**config.mk**
```make
export PLATFORM = sky130hd
export DESIGN_NAME = rp_cache_top
export DESIGN_NICKNAME = d
export VERILOG_FILES = /design/src/hdl/rp_cache_pkg.sv /design/src/hdl/rp_cache_top.sv /design/src/hdl/wt_dcache_lite.sv /design/src/hdl/rp_shutdown_ctrl.sv /design/src/hdl/rp_decoupler.sv
export SDC_FILE = /design/constraint.sdc
export NUM_CORES = 1
export LEC_CHECK = 0
export BUFFER_PORTS_ARGS = -buffer_cell sky130_fd_sc_hd__buf_2
export CORE_MARGIN = 4
export CORE_UTILIZATION = 45
export CTS_CLUSTER_SIZE = 20
export DETAILED_ROUTE_END_ITERATION = 7
export GPL_TIMING_DRIVEN = 0
export PLACE_DENSITY = 0.71
export SLEW_MARGIN = 20
export SYNTH_ARGS = -nofsm -noshare
export SYNTH_HDL_FRONTEND = slang
export SYNTH_SLANG_ARGS = --single-unit
```
**constraint.sdc**
```tcl
create_clock -name clk_i -period 6.5 [get_ports clk_i]
set_input_delay 1.3 -clock clk_i [delete_from_list [all_inputs] [get_ports clk_i]]
set_output_delay 1.3 -clock clk_i [all_outputs]
set_load 0.005 [all_outputs]
```
**src/hdl/rp_cache_pkg.sv**
```systemverilog
// Cache partition shared types

package rp_cache_pkg;

  ////////////////////////////////////////
  // widths
  ////////////////////////////////////////

  // word address and data word
  localparam int unsigned ADDR_W = 16;
  localparam int unsigned DATA_W = 32;

  ////////////////////////////////////////
  // memory transaction kind
  ////////////////////////////////////////

  typedef enum logic {
    MEM_LOAD  = 1'b0,
    MEM_STORE = 1'b1
  } mem_rtype_e;

  ////////////////////////////////////////
  // core side
  ////////////////////////////////////////

  // req is a level, held with the rest until gnt
  typedef struct packed {
    logic              req;
    logic              we;
    logic [ADDR_W-1:0] addr;
    logic [DATA_W-1:0] wdata;
  } core_req_t;

  // gnt and rvalid are single cycle pulses
  typedef struct packed {
    logic              gnt;
    logic              rvalid;
    logic [DATA_W-1:0] rdata;
  } core_rsp_t;

  ////////////////////////////////////////
  // memory side
  ////////////////////////////////////////

  // data only meaningful for stores
  typedef struct packed {
    mem_rtype_e        rtype;
    logic [ADDR_W-1:0] addr;
    logic [DATA_W-1:0] data;
  } mem_req_t;

  typedef struct packed {
    mem_rtype_e        rtype;
    logic [DATA_W-1:0] data;
  } mem_rtrn_t;

endpackage
```
**src/hdl/rp_cache_top.sv**
```systemverilog
// Data cache partition top level

`timescale 1ns/1ps

module rp_cache_top #(
  parameter int unsigned NumSets       = 16,
  parameter int unsigned QuiesceCycles = 20
) (
  input  logic                    clk_i,
  input  logic                    reset_i,
  input  logic                    rp_reset_i,
  input  logic                    decouple_i,
  input  logic                    flush_i,
  input  logic                    shutdown_req_i,
  input  rp_cache_pkg::core_req_t core_req_i,
  input  logic                    mem_ack_i,
  input  logic                    mem_rtrn_vld_i,
  input  rp_cache_pkg::mem_rtrn_t mem_rtrn_i,
  output rp_cache_pkg::core_rsp_t core_rsp_o,
  output logic                    mem_req_valid_o,
  output rp_cache_pkg::mem_req_t  mem_req_o,
  output logic                    flush_ack_o,
  output logic                    miss_o,
  output logic                    wbuffer_empty_o,
  output logic                    shutdown_ack_o,
  output logic [31:0]             pr_cycles_o
);

  import rp_cache_pkg::*;

  // partition side of the boundary
  logic      rp_reset;
  core_req_t rp_core_req;
  core_rsp_t rp_core_rsp;
  logic      rp_flush;
  logic      rp_flush_ack;
  logic      rp_miss;
  logic      rp_wbuffer_empty;
  logic      rp_mem_req_valid;
  mem_req_t  rp_mem_req;
  logic      rp_mem_ack;
  logic      rp_mem_rtrn_vld;
  mem_rtrn_t rp_mem_rtrn;

  rp_decoupler i_decoupler (
    .reset_i            ( reset_i          ),
    .rp_reset_i         ( rp_reset_i       ),
    .decouple_i         ( decouple_i       ),
    .s_core_req_i       ( core_req_i       ),
    .s_flush_i          ( flush_i          ),
    .s_mem_ack_i        ( mem_ack_i        ),
    .s_mem_rtrn_vld_i   ( mem_rtrn_vld_i   ),
    .s_mem_rtrn_i       ( mem_rtrn_i       ),
    .rp_core_rsp_i      ( rp_core_rsp      ),
    .rp_mem_req_valid_i ( rp_mem_req_valid ),
    .rp_mem_req_i       ( rp_mem_req       ),
    .rp_flush_ack_i     ( rp_flush_ack     ),
    .rp_miss_i          ( rp_miss          ),
    .rp_wbuffer_empty_i ( rp_wbuffer_empty ),
    .s_core_rsp_o       ( core_rsp_o       ),
    .s_mem_req_valid_o  ( mem_req_valid_o  ),
    .s_mem_req_o        ( mem_req_o        ),
    .s_flush_ack_o      ( flush_ack_o      ),
    .s_miss_o           ( miss_o           ),
    .s_wbuffer_empty_o  ( wbuffer_empty_o  ),
    .rp_reset_o         ( rp_reset         ),
    .rp_core_req_o      ( rp_core_req      ),
    .rp_flush_o         ( rp_flush         ),
    .rp_mem_ack_o       ( rp_mem_ack       ),
    .rp_mem_rtrn_vld_o  ( rp_mem_rtrn_vld  ),
    .rp_mem_rtrn_o      ( rp_mem_rtrn      )
  );

  // static logic, runs on the system reset
  rp_shutdown_ctrl #(
    .QuiesceCycles ( QuiesceCycles )
  ) i_shutdown_ctrl (
    .clk_i          ( clk_i          ),
    .reset_i        ( reset_i        ),
    .shutdown_req_i ( shutdown_req_i ),
    .shutdown_ack_o ( shutdown_ack_o ),
    .pr_cycles_o    ( pr_cycles_o    )
  );

  // reconfigurable module
  wt_dcache_lite #(
    .NumSets ( NumSets )
  ) i_dcache (
    .clk_i           ( clk_i            ),
    .reset_i         ( rp_reset         ),
    .core_req_i      ( rp_core_req      ),
    .core_rsp_o      ( rp_core_rsp      ),
    .flush_i         ( rp_flush         ),
    .flush_ack_o     ( rp_flush_ack     ),
    .miss_o          ( rp_miss          ),
    .wbuffer_empty_o ( rp_wbuffer_empty ),
    .mem_req_valid_o ( rp_mem_req_valid ),
    .mem_req_o       ( rp_mem_req       ),
    .mem_ack_i       ( rp_mem_ack       ),
    .mem_rtrn_vld_i  ( rp_mem_rtrn_vld  ),
    .mem_rtrn_i      ( rp_mem_rtrn      )
  );

endmodule

```
**src/hdl/wt_dcache_lite.sv**
```systemverilog
// Write-through data cache

`timescale 1ns/1ps

module wt_dcache_lite #(
  parameter int unsigned NumSets = 16
) (
  input  logic                    clk_i,
  input  logic                    reset_i,
  // core port
  input  rp_cache_pkg::core_req_t core_req_i,
  output rp_cache_pkg::core_rsp_t core_rsp_o,
  // cache management
  input  logic                    flush_i,
  output logic                    flush_ack_o,
  output logic                    miss_o,
  output logic                    wbuffer_empty_o,
  // memory port
  output logic                    mem_req_valid_o,
  output rp_cache_pkg::mem_req_t  mem_req_o,
  input  logic                    mem_ack_i,
  input  logic                    mem_rtrn_vld_i,
  input  rp_cache_pkg::mem_rtrn_t mem_rtrn_i
);

  import rp_cache_pkg::*;

  localparam int unsigned IdxW = $clog2(NumSets);
  localparam int unsigned TagW = ADDR_W - IdxW;

  typedef enum logic [2:0] {
    IDLE,
    LOOKUP,
    MISS_REQ,
    MISS_WAIT,
    STORE_REQ,
    STORE_WAIT,
    FLUSH
  } state_e;

  state_e state_q, state_d;

  // captured request
  logic              we_q;
  logic [ADDR_W-1:0] addr_q;
  logic [DATA_W-1:0] wdata_q;

  // line storage
  logic [NumSets-1:0] valid_q;
  logic [TagW-1:0]    tag_q  [NumSets];
  logic [DATA_W-1:0]  data_q [NumSets];

  logic [IdxW-1:0]   flush_cnt_q;
  logic              flush_ack_q;
  logic              rvalid_q;
  logic [DATA_W-1:0] rdata_q;

  logic [IdxW-1:0] idx;
  logic [TagW-1:0] tag;
  logic            lookup;
  logic            hit;
  logic            rtrn_load;
  logic            rtrn_store;
  logic            flush_last;

  assign idx        = addr_q[IdxW-1:0];
  assign tag        = addr_q[ADDR_W-1:IdxW];
  assign lookup     = (state_q == LOOKUP);
  assign hit        = valid_q[idx] && (tag_q[idx] == tag);
  assign rtrn_load  = mem_rtrn_vld_i && (mem_rtrn_i.rtype == MEM_LOAD);
  assign rtrn_store = mem_rtrn_vld_i && (mem_rtrn_i.rtype == MEM_STORE);
  assign flush_last = (flush_cnt_q == IdxW'(NumSets - 1));

  ////////////////////////////////////////
  // control FSM
  ////////////////////////////////////////

  always_comb begin
    state_d = state_q;
    case (state_q)
      IDLE: begin
        // ack still up means this flush was just served
        if (flush_i && !flush_ack_q) begin
          state_d = FLUSH;
        end else if (core_req_i.req) begin
          state_d = LOOKUP;
        end
      end
      LOOKUP: begin
        if (we_q) begin
          state_d = STORE_REQ;
        end else if (!hit) begin
          state_d = MISS_REQ;
        end else begin
          state_d = IDLE;
        end
      end
      MISS_REQ:   if (mem_ack_i) state_d = MISS_WAIT;
      MISS_WAIT:  if (rtrn_load) state_d = IDLE;
      STORE_REQ:  if (mem_ack_i) state_d = STORE_WAIT;
      STORE_WAIT: if (rtrn_store) state_d = IDLE;
      FLUSH:      if (flush_last) state_d = IDLE;
      default:    state_d = IDLE;
    endcase
  end

  always_ff @(posedge clk_i) begin
    if (reset_i) begin
      state_q     <= IDLE;
      valid_q     <= '0;
      flush_cnt_q <= '0;
      flush_ack_q <= 1'b0;
      rvalid_q    <= 1'b0;
    end else begin
      state_q     <= state_d;
      flush_cnt_q <= (state_q == FLUSH) ? flush_cnt_q + 1'b1 : '0;
      flush_ack_q <= (state_q == FLUSH) && flush_last;
      rvalid_q    <= (lookup && !we_q && hit) || ((state_q == MISS_WAIT) && rtrn_load);
      // one line per cycle during flush
      if (state_q == FLUSH) begin
        valid_q[flush_cnt_q] <= 1'b0;
      end else if ((state_q == MISS_WAIT) && rtrn_load) begin
        valid_q[idx] <= 1'b1;
      end
    end
  end

  ////////////////////////////////////////
  // datapath
  ////////////////////////////////////////

  always_ff @(posedge clk_i) begin
    if (state_q == IDLE) begin
      we_q    <= core_req_i.we;
      addr_q  <= core_req_i.addr;
      wdata_q <= core_req_i.wdata;
    end
    rdata_q <= lookup ? data_q[idx] : mem_rtrn_i.data;
    // store updates only a hit line, no allocate
    if (lookup && we_q && hit) begin
      data_q[idx] <= wdata_q;
    end else if ((state_q == MISS_WAIT) && rtrn_load) begin
      tag_q[idx]  <= tag;
      data_q[idx] <= mem_rtrn_i.data;
    end
  end

  // outputs
  assign core_rsp_o.gnt    = (lookup && (we_q || hit)) || ((state_q == MISS_WAIT) && rtrn_load);
  assign core_rsp_o.rvalid = rvalid_q;
  assign core_rsp_o.rdata  = rdata_q;

  assign miss_o      = lookup && !we_q && !hit;
  assign flush_ack_o = flush_ack_q;

  // a granted store counts as buffered until memory returns
  assign wbuffer_empty_o = !((lookup && we_q) || (state_q == STORE_REQ) ||
                             (state_q == STORE_WAIT));

  assign mem_req_valid_o = (state_q == MISS_REQ) || (state_q == STORE_REQ);
  assign mem_req_o.rtype = we_q ? MEM_STORE : MEM_LOAD;
  assign mem_req_o.addr  = addr_q;
  assign mem_req_o.data  = wdata_q;

endmodule

```
**src/hdl/rp_shutdown_ctrl.sv**
```systemverilog
// Partition shutdown controller

`timescale 1ns/1ps

module rp_shutdown_ctrl #(
  parameter int unsigned QuiesceCycles = 20
) (
  input  logic        clk_i,
  input  logic        reset_i,
  input  logic        shutdown_req_i,
  output logic        shutdown_ack_o,
  output logic [31:0] pr_cycles_o
);

  localparam int unsigned CntW = $clog2(QuiesceCycles + 1);

  logic [CntW-1:0] quiesce_cnt_q;
  logic            quiesce_done;
  logic            ack_q;
  logic [31:0]     pr_cycles_q;

  assign quiesce_done = (quiesce_cnt_q == CntW'(QuiesceCycles));

  ////////////////////////////////////////
  // quiesce wait
  ////////////////////////////////////////

  // counter saturates at the limit, ack stays up while the request holds
  always_ff @(posedge clk_i) begin
    if (reset_i || !shutdown_req_i) begin
      quiesce_cnt_q <= '0;
      ack_q         <= 1'b0;
    end else begin
      if (!quiesce_done) begin
        quiesce_cnt_q <= quiesce_cnt_q + 1'b1;
      end
      if (quiesce_done) begin
        ack_q <= 1'b1;
      end
    end
  end

  // time spent in reconfiguration
  always_ff @(posedge clk_i) begin
    if (reset_i || !shutdown_req_i) begin
      pr_cycles_q <= '0;
    end else begin
      pr_cycles_q <= pr_cycles_q + 32'd1;
    end
  end

  assign shutdown_ack_o = ack_q;
  assign pr_cycles_o    = pr_cycles_q;

endmodule

```
**src/hdl/rp_decoupler.sv**
```systemverilog
// Partition boundary decoupler

`timescale 1ns/1ps

module rp_decoupler (
  // system and partition control
  input  logic                    reset_i,
  input  logic                    rp_reset_i,
  input  logic                    decouple_i,
  // static side, toward the partition
  input  rp_cache_pkg::core_req_t s_core_req_i,
  input  logic                    s_flush_i,
  input  logic                    s_mem_ack_i,
  input  logic                    s_mem_rtrn_vld_i,
  input  rp_cache_pkg::mem_rtrn_t s_mem_rtrn_i,
  // partition side, toward the static logic
  input  rp_cache_pkg::core_rsp_t rp_core_rsp_i,
  input  logic                    rp_mem_req_valid_i,
  input  rp_cache_pkg::mem_req_t  rp_mem_req_i,
  input  logic                    rp_flush_ack_i,
  input  logic                    rp_miss_i,
  input  logic                    rp_wbuffer_empty_i,
  // static side outputs
  output rp_cache_pkg::core_rsp_t s_core_rsp_o,
  output logic                    s_mem_req_valid_o,
  output rp_cache_pkg::mem_req_t  s_mem_req_o,
  output logic                    s_flush_ack_o,
  output logic                    s_miss_o,
  output logic                    s_wbuffer_empty_o,
  // partition side outputs
  output logic                    rp_reset_o,
  output rp_cache_pkg::core_req_t rp_core_req_o,
  output logic                    rp_flush_o,
  output logic                    rp_mem_ack_o,
  output logic                    rp_mem_rtrn_vld_o,
  output rp_cache_pkg::mem_rtrn_t rp_mem_rtrn_o
);

  // partition held in reset by either source
  assign rp_reset_o = reset_i | rp_reset_i;

  ////////////////////////////////////////
  // static to partition
  ////////////////////////////////////////

  always_comb begin
    rp_core_req_o     = s_core_req_i;
    // address and write data pass, only the request level is blanked
    rp_core_req_o.req = s_core_req_i.req & ~decouple_i;
  end

  assign rp_flush_o        = s_flush_i & ~decouple_i;
  assign rp_mem_ack_o      = s_mem_ack_i & ~decouple_i;
  assign rp_mem_rtrn_vld_o = s_mem_rtrn_vld_i & ~decouple_i;
  assign rp_mem_rtrn_o     = s_mem_rtrn_i;

  ////////////////////////////////////////
  // partition to static
  ////////////////////////////////////////

  always_comb begin
    s_core_rsp_o        = rp_core_rsp_i;
    s_core_rsp_o.gnt    = rp_core_rsp_i.gnt & ~decouple_i;
    s_core_rsp_o.rvalid = rp_core_rsp_i.rvalid & ~decouple_i;
  end

  assign s_mem_req_valid_o = rp_mem_req_valid_i & ~decouple_i;
  assign s_mem_req_o       = rp_mem_req_i;
  assign s_flush_ack_o     = rp_flush_ack_i & ~decouple_i;
  assign s_miss_o          = rp_miss_i & ~decouple_i;

  // an isolated partition looks idle to the static side
  assign s_wbuffer_empty_o = rp_wbuffer_empty_i | decouple_i;

endmodule

```
* After elaboration in Yosys (flattened, before gate mapping)
Memories as Yosys holds them, arrays and structs flattened. A register that Yosys moved wholly into a read port is not among the register bits. Index checks and enable logic that the tools add are counted.
Word-level totals: memories kept 2, memory bits (writable) 704, flip-flop bits (word level) 144
Cells by class: equality and inequality tests 15, order comparisons 4, bitwise gates (word level) 18, reduce and logical (&&, ||, !) cells 30, add/subtract/negate cells 3, muxes and demuxes 28
Memory list:
- i_dcache.data_q | depth 16, width 32, read ports 1, clocked after memory_dff 1, write ports 1, RTL line wt_dcache_lite.sv:51 | logic [DATA_W-1:0] data_q [NumSets];
- i_dcache.tag_q | depth 16, width 12, read ports 1, clocked after memory_dff 1, write ports 1, RTL line wt_dcache_lite.sv:50 | logic [TagW-1:0] tag_q [NumSets];
Operators by type and width (count):
- two-way mux 32 bit | 2
- adder 32 x 1 -> 32 bit (second input constant) | 1
- two-way mux 16 bit | 2
- two-way mux 3 bit | 8
- case mux 3 bit (7 select lines) | 1
- AND 16 bit | 1
- inverter 16 bit | 1
- OR 16 bit | 1
- logical AND 1 bit | 14
- == test 12 bit | 1
- less-than comparator 4 x 5 -> 1 bit (second input constant) | 2
- inequality test 2 x 1 -> 1 bit (second input constant) | 5
- AND 1 bit | 9
- == test 3 bit (second input constant) | 3
- two-way mux 1 bit | 9
- demux 1 bit (select 4 bit) | 2
- >= comparator 4 x 1 -> 1 bit (second input constant) | 2
- two-way mux 4 bit | 2
- logical OR 1 bit | 7
- == test 3 x 2 -> 1 bit (second input constant) | 2
- AND reduction 6 bit | 1
- adder 5 x 1 -> 5 bit (second input constant) | 1
- == test 5 bit (second input constant) | 1
- zero test 1 bit | 5
- other kinds (11) | 15

* Depth between registers and ports, before layout
Gate-level depths: netlist of run 1.
depth in word-level cells 8, gate-level depth with buffers 14, gate-level depth less buffers 9

* Modules after synthesis
A second synthesis of run 1 with hierarchy kept.
Second synthesis, totals: cells, all modules 1982, area, all modules 34609.4 um2
By module, submodules not included:
- wt_dcache_lite | area each 31511.5 um2, cells an instance 1601, instances 1, seq. area each 23832.9 um2
- rp_shutdown_ctrl | area each 1805.5 um2, cells an instance 207, instances 1, seq. area each 760.7 um2
- rp_decoupler | area each 1292.5 um2, cells an instance 174, instances 1, seq. area each 0.0 um2

* Worst setup path after synthesis of run 1
Ideal clock, no wire load.
path kind register to register, start point register with a tool-made name, end point memory i_dcache.data_q[0][0], enable pin, cell stages (with the launch flop) 12, path slack 1.010 ns, arrival 5.020 ns, cells stage by stage dfxtp_1 buf_4 buf_2 buf_2 mux2i_1 xor2_1 o21ai_1 a2111oi_4 nand4_2 or3_1 buf_6 a211oi_1
RTL lines (RTL line):
- end, declared | wt_dcache_lite.sv:51

==> results of run 1 <==
sequential cells by signal, summed over array words and instances, names as in the netlist, named ones only:
signal	count
i_dcache.addr_q	16
i_dcache.data_q	512
i_dcache.flush_ack_o	1
i_dcache.flush_cnt_q	4
i_dcache.rdata_q	32
i_dcache.rvalid_q	1
i_dcache.state_q	3
i_dcache.tag_q	192
i_dcache.valid_q	16
i_dcache.wdata_q	32
i_dcache.we_q	1
i_shutdown_ctrl.pr_cycles_o	32
i_shutdown_ctrl.quiesce_cnt_q	5
i_shutdown_ctrl.shutdown_ack_o	1
critical path, stage by stage (launching register included):
cell and delay [ns]:
dfxtp_1 0.36, buf_2 0.28, buf_1 0.60, mux4_2 0.41, mux2i_1 0.19, xor2_1 0.19, a31oi_1 0.16, a2111oi_4 0.49
nand2_1 0.23, o31ai_1 0.30, buf_2 0.18
power breakdown:
part           internal (uW)  switching [uW]  total (uW)  leakage (uW)
clock network           2870            2150        5020       0.00142
logic                    365             468         833       0.00409
registers               6050            60.0        6110       0.00765
logic make-up (layout without fill, tap and decap cells):
kind of cell    count (synthesis)  count (layout)  share of synthesized area [%]
fa+ha+maj                       8               8                         0.2948
mux                           279             279                          16.01
flops                         852             852                          74.30
xor+xnor                       41              41                          1.085
compound gates                100             100                          2.204
simple gates                  339             339                          4.657
buf+inv                       104             545                          1.448
Yosys cell counts (all sizes together) (3+ instances only):
| library cell | number | share of area, % |
|---|---|---|
| nand3 | 24 | 0.36 |
| clkbuf | 48 | 0.54 |
| dfxtp | 99 | 6.0 |
| nand2 | 144 | 1.6 |
| a31oi | 5 | 0.095 |
| nor2 | 85 | 0.96 |
| mux2 | 43 | 1.5 |
| or2 | 5 | 0.095 |
| o22ai | 3 | 0.057 |
| a32oi | 4 | 0.11 |
| buf | 40 | 0.72 |
| a22oi | 20 | 0.45 |
| mux4 | 196 | 13 |
| nor3b | 6 | 0.14 |
| and3 | 4 | 0.076 |
| inv | 16 | 0.18 |
| nand2b | 10 | 0.19 |
| mux2i | 40 | 1.2 |
| o21ai | 12 | 0.18 |
| xor2 | 30 | 0.79 |
| a21oi | 26 | 0.39 |
| a21o | 3 | 0.068 |
| nand4 | 10 | 0.21 |
| edfxtp | 753 | 68 |
| nor2b | 12 | 0.23 |
| nor3 | 11 | 0.17 |
| a211oi | 18 | 0.56 |
| and4 | 3 | 0.079 |
| xnor2 | 11 | 0.29 |
| and2 | 3 | 0.057 |
| ha | 7 | 0.26 |
| or3 | 13 | 0.25 |
through the flow:
stage	cells	setup TNS, ns	setup WS [ns]	total power [uW]	area (sq um)
global route	3123	0	0.9400	12380	39360
finish	3123	0	1.140	11970	39360
CTS	3123	0	1.136	12070	39360
global placement	2892	-850.31	-2.959	7034	35350
detailed placement	2962	0	1.286	7067	36420
floorplan	1723	0	1.010	6742	33100
per-layer routing:
metal,share of wire (%),vias up
met5,0,-
met4,2.1,0
met3,8.0,122
met2,50,822
met1,40,9364
li1,-,7609
how the worst max path moves through the flow:
stage / slack (ns) / depth (start not counted) / end / from
after floorplan: 1.01 / 11 / i_dcache.data_q[0][0]$_DFFE_PP_ / flop
after global placement: -2.96 / 11 / i_dcache.data_q[0][15]$_DFFE_PP_ / flop
after detailed placement: 1.29 / 14 / i_dcache.data_q[8][13]$_DFFE_PP_ / flop
after CTS: 1.14 / 10 / core_rsp_o[33] / flop
after global routing: 0.94 / 11 / miss_o / flop
final: 1.14 / 10 / core_rsp_o[33] / flop
cell type report:
| class | instances | area (sq um) | area share [%] |
|---|---|---|---|
| repair buffers | 280 | 1922 | 4.883 |
| flip-flops and latches | 852 | 24590 | 62.48 |
| multi-input cells | 767 | 8224 | 20.89 |
| inverters | 16 | 60.06 | 0.1526 |
| well taps | 959 | 1200 | 3.049 |
| plain buffers | 88 | 422.9 | 1.074 |
| clock inverters | 47 | 506.7 | 1.287 |
| clock buffers | 114 | 2431 | 6.176 |
==> results.ini, run 1 <==
[min_path]
worstHoldStart=i_shutdown_ctrl.shutdown_ack_o$_SDFFE_PP0N_
holdPathEnd=i_shutdown_ctrl.shutdown_ack_o$_SDFFE_PP0N_
hold_class=reg -> reg
hold-path-cell-count=2

[detailed_routing]
drt_first_pass_iters=5
routed_via_density=5.737
vias=17917
wire_per_inst_um=25.66
drt_iter0_drc=2038
drt.antenna.violating_nets=0
drc=0
routed_wl_um=80140

[die]
initial_utilization_pct=45.37
core_sq_um=72960
die_w_um=279.2
die_area_sq_um=77960
num_rows=99
dieHeight_um=279.2
io_pins=211

[grt]
busiest_layer=met2
grt_usage_pct=20.39
use_met2_pct=33.77
overflow=0
antenna_found_initial=1
use_met1_pct=28.04
grt_first_pass_wirelength_um=118100
grt_max_degree=22
grt_pass1_vias=18299
met3_usage_pct=4.030

[synth]
ys.flop_type=edfxtp_1
syn_avg_cell_area_sq_um=19.21
yosys_warnings=0
ys_ff_latch=852
synth_enable_flop_cells=753
synth.distinct_cells=56
async_reset_ff_share_pct=0
syn_nets=1821
synthCells=1723
syn_area_sq_um=33100
yosysSeqAreaShare_pct=74.30

[sta]
finalHoldViolations=0
finalClockSkew_ns=0.04485
worstMarginPinSlew_ns=1.157
period_share_pct=82.46
slew_headroom_pct=22.60
holdWs_ns=0.4485
finalWorstPathRequiredPeriod_ns=5.360
rsz0062_at_grt=false
max_freq_mhz=186.6
maxSlewViolCount=0
finalSetupViolations=0

[final_layout]
finish.utilization_pct=53.95
final_common_cell=edfxtp_1
area_growth_syn_to_layout_pct=18.92
finalNetCount=2191
antenna_cells=0
drive_above_1_share_pct=33.73
layout_common_cells=edfxtp_1, buf_2, mux4_2, nand2_1, dfxtp_1
num-fill-cells=5525

[outcome]
status=completed

[power_and_ir_drop]
p_leak_uw=0.01316
ir_worst_vdd_mv=0.2800
powerDensity_nw_per_um2=304.1

[clocking]
cts_buffer_depth=3
cts_tree=built
cts.clk_slew.worst_paths_ns=0.06
cts-buffers-inserted=88
cts_sinks=852
htree_num_levels=3
postCtsSetupRepairBufs=0
ctsResizeCount=0
clockRootBuffer=clkbuf_16
worstSkewPairLatency_ns=0.66
cts_hold_buf=0

[critical_path]
r2r_slack_ns=1.22
end_kind=primary output
path_class=reg -> out
critPathRequiredTime_ns=5.20
r2r_cells=14
crit_fanout=10
timing.rr.end=i_dcache.data_q[10][5]$_DFFE_PP_
cp.arrival_ns=4.06
cp-start-kind=flop

[placement]
routabilityCongestion=0.8308
io_buffers=210
dp_hpwl_um=53990

[run]
cap_violations=0

No activity file was read; power rests on OpenSTA's default activity.
==> inputs of run 2 (changes only) <==
==> constraint.sdc (replaced) <==
create_clock -name clk_i -period 5.3 [get_ports clk_i]
set_input_delay 1.06 -clock clk_i [delete_from_list [all_inputs] [get_ports clk_i]]
set_output_delay 1.06 -clock clk_i [all_outputs]
set_load 0.005 [all_outputs]
==> run 2 against run 1 <==
Setup slack got worse by 0.96 ns; hold slack better by 0.0022 ns; clock power increased by 18%; die area did not move; combinational power grew 22%; wire length about the same; largest cell class unchanged.
==> results.ini, run 2 (same netlist as run 1, synthesis figures left out) <==
[outcome]
status=completed

[grt]
grt_max_degree=22  ; unchanged
grt_usage_pct=20.47  ; +0.075 points
grt_pass1_vias=18195  ; -0.57%
overflow=0  ; unchanged
antenna_found_initial=2  ; +1
grt_first_pass_wirelength_um=118300  ; +0.13%

[final_layout]
layout_common_cells=edfxtp_1, buf_2, mux4_2, nand2_1, dfxtp_1
area_growth_syn_to_layout_pct=18.86  ; about the same
drive_above_1_share_pct=33.52  ; -0.22 points
regArea_sq_um=24590  ; unchanged
finalNetCount=2195  ; +0.18%
fin_area_sq_um=39340  ; about the same
final_common_cell=edfxtp_1
largest_reg_flops=512  ; unchanged
top_regs=i_dcache.data_q: 512 flops, i_dcache.tag_q: 192 flops
multiInputGateArea_sq_um=8230  ; about the same
top_register=i_dcache.data_q
num-fill-cells=5520  ; -0.090%

[sta]
maxSlewViolCount=0  ; unchanged
rsz0062_at_grt=false
period_share_pct=96.59
finalWorstPathRequiredPeriod_ns=5.119
finalClockSkew_ns=0.03167  ; -0.01318 ns
finalSetupViolations=0  ; unchanged
max_freq_mhz=195.3
holdWs_ns=0.4508  ; +0.002221 ns
worstMarginPinSlew_ns=1.062  ; -0.09520 ns
finalHoldViolations=0  ; unchanged
slew_headroom_pct=29.23  ; +6.6 points
setup_slack_ns=0.1805  ; -0.9595 ns

[detailed_routing]
wire_per_inst_um=25.62  ; -0.14%
vias=17819  ; -0.55%
drc=0  ; unchanged
routed_via_density=5.695  ; -0.74%
routed_wl_um=80180  ; about the same
drt.antenna.violating_nets=0  ; unchanged
drt_first_pass_iters=7  ; +2
drt_iter0_drc=1889  ; -7.3%

[critical_path]
slowest_stage=a211oi_4
cp-endpoint=i_dcache.data_q[13][16]$_DFFE_PP_
worst-path-buf-inv=8  ; +5
cpPeakStageDelay_ns=0.58  ; -0.02 ns
critPathRequiredTime_ns=5.64  ; +0.44 ns
worstPathCellList=buf_4, buf_2, buf_2, mux2i_1, mux2i_1, xnor2_1, nand4_1, or3b_1, or3_1, buf_6, buf_8, a211oi_4, buf_8, buf_6, buf_8
path_delay_family=buffers and inverters
cp.arrival_ns=5.46  ; +1.40 ns
cp.depth=15  ; +5
crit_fanout=10  ; unchanged
timing.rr.end=i_dcache.data_q[13][16]$_DFFE_PP_
r2r_slack_ns=0.18  ; -1.04 ns
path_class=reg -> reg
end_kind=flop
cp-start-kind=flop
r2r_cells=15  ; +1
crit_top_cell=buf_8

[placement]
post-place-ws_ns=0.2143  ; -1.071 ns
io_buffers=210  ; unchanged
routabilityCongestion=0.8316  ; about the same
place_area_sq_um=36540  ; +0.32%
dp_hpwl_um=54350  ; +0.66%

[die]
die_area_sq_um=77960  ; unchanged
die_w_um=279.2  ; unchanged
io_pins=211  ; unchanged
dieHeight_um=279.2  ; unchanged
core_sq_um=72960  ; unchanged
initial_utilization_pct=45.37  ; unchanged
num_rows=99  ; unchanged

[run]
cap_violations=0  ; unchanged

[clocking]
cts_sinks=852  ; unchanged
cts_buffer_depth=3  ; unchanged
ctsResizeCount=0  ; unchanged
postCtsSetupRepairBufs=0  ; unchanged
clockRootBuffer=clkbuf_16
cts-buffers-inserted=87  ; -1.1%
worstSkewPairLatency_ns=0.65  ; about the same
cts_hold_buf=0  ; unchanged
cts_tree=built
cts.clk_slew.worst_paths_ns=0.06  ; about the same
htree_num_levels=3  ; unchanged

[power_and_ir_drop]
powerDensity_nw_per_um2=367.5  ; +21%
p_leak_uw=0.01316  ; about the same
ir_worst_vdd_mv=0.3323  ; +19%

[min_path]
hold_class=reg -> reg

[run 2: worst register-to-register path: stages (launching register included)]
cell and delay (ns):
dfxtp_1 0.37, buf_4 0.23, buf_2 0.38, buf_2 0.46
mux2i_1 0.28, mux2i_1 0.12, xnor2_1 0.45, nand4_1 0.15
or3b_1 0.46, or3_1 0.43, buf_6 0.18, buf_8 0.18
a211oi_4 0.58, buf_8 0.23, buf_6 0.17, buf_8 0.16
[run 2: power breakdown]
group | leakage (uW) | total [uW] | switching (uW) | internal [uW]
Clock | 0.00136 | 5940 | 2580 | 3350
Combinational | 0.00415 | 1020 | 573 | 448
Sequential | 0.00765 | 7500 | 74.9 | 7420
Total | 0.0132 | 14500 | 3230 | 11200
[run 2: metal layers]
metal / vias up / global-route usage, % / share of wire (%)
li1: 7627 / - / -
met1: 9275 / 28.51 / 40
met2: 780 / 33.60 / 50
met3: 137 / 3.662 / 7.8
met4: 0 / 5.771 / 2.4
met5: - / 0 / 0
[run 2: metrics by stage]
stage                     power (uW)  util [%]  setup TNS (ns)  std cells
after floorplan                 8268         -          -36.51       1723
after global placement          8626     48.46        -1369.96       2892
after detailed placement        8671     50.08               0       2967
after CTS                      14590     53.91               0       3128
after global routing           14940     53.92               0       3129
final                          14460     53.92               0       3129
[run 2: cell type report]
cell class	count	area share [%]
clock buffers	119	6.183
flip-flops and latches	852	62.52
repair buffers	285	5.162
diodes	1	0.006361
multi-input cells	767	20.92
clock inverters	42	0.9351
inverters	16	0.1527
plain buffers	88	1.075
well taps	959	3.050
[run 2: how the worst min path moves through the flow]
stage | from | to | depth (start not counted)
3_5_place_dp | i_shutdown_ctrl.shutdown_ack_o$_SDFFE_PP0N_ | i_shutdown_ctrl.shutdown_ack_o$_SDFFE_PP0N_ | 2
2_1_floorplan | i_shutdown_ctrl.pr_cycles_o[0]$_SDFF_PP0_ | i_shutdown_ctrl.pr_cycles_o[0]$_SDFF_PP0_ | 1
5_1_grt | i_shutdown_ctrl.shutdown_ack_o$_SDFFE_PP0N_ | i_shutdown_ctrl.shutdown_ack_o$_SDFFE_PP0N_ | 2
3_3_place_gp | i_shutdown_ctrl.pr_cycles_o[0]$_SDFF_PP0_ | i_shutdown_ctrl.pr_cycles_o[0]$_SDFF_PP0_ | 1
6_report | i_shutdown_ctrl.shutdown_ack_o$_SDFFE_PP0N_ | i_shutdown_ctrl.shutdown_ack_o$_SDFFE_PP0N_ | 2
4_1_cts | i_shutdown_ctrl.shutdown_ack_o$_SDFFE_PP0N_ | i_shutdown_ctrl.shutdown_ack_o$_SDFFE_PP0N_ | 2
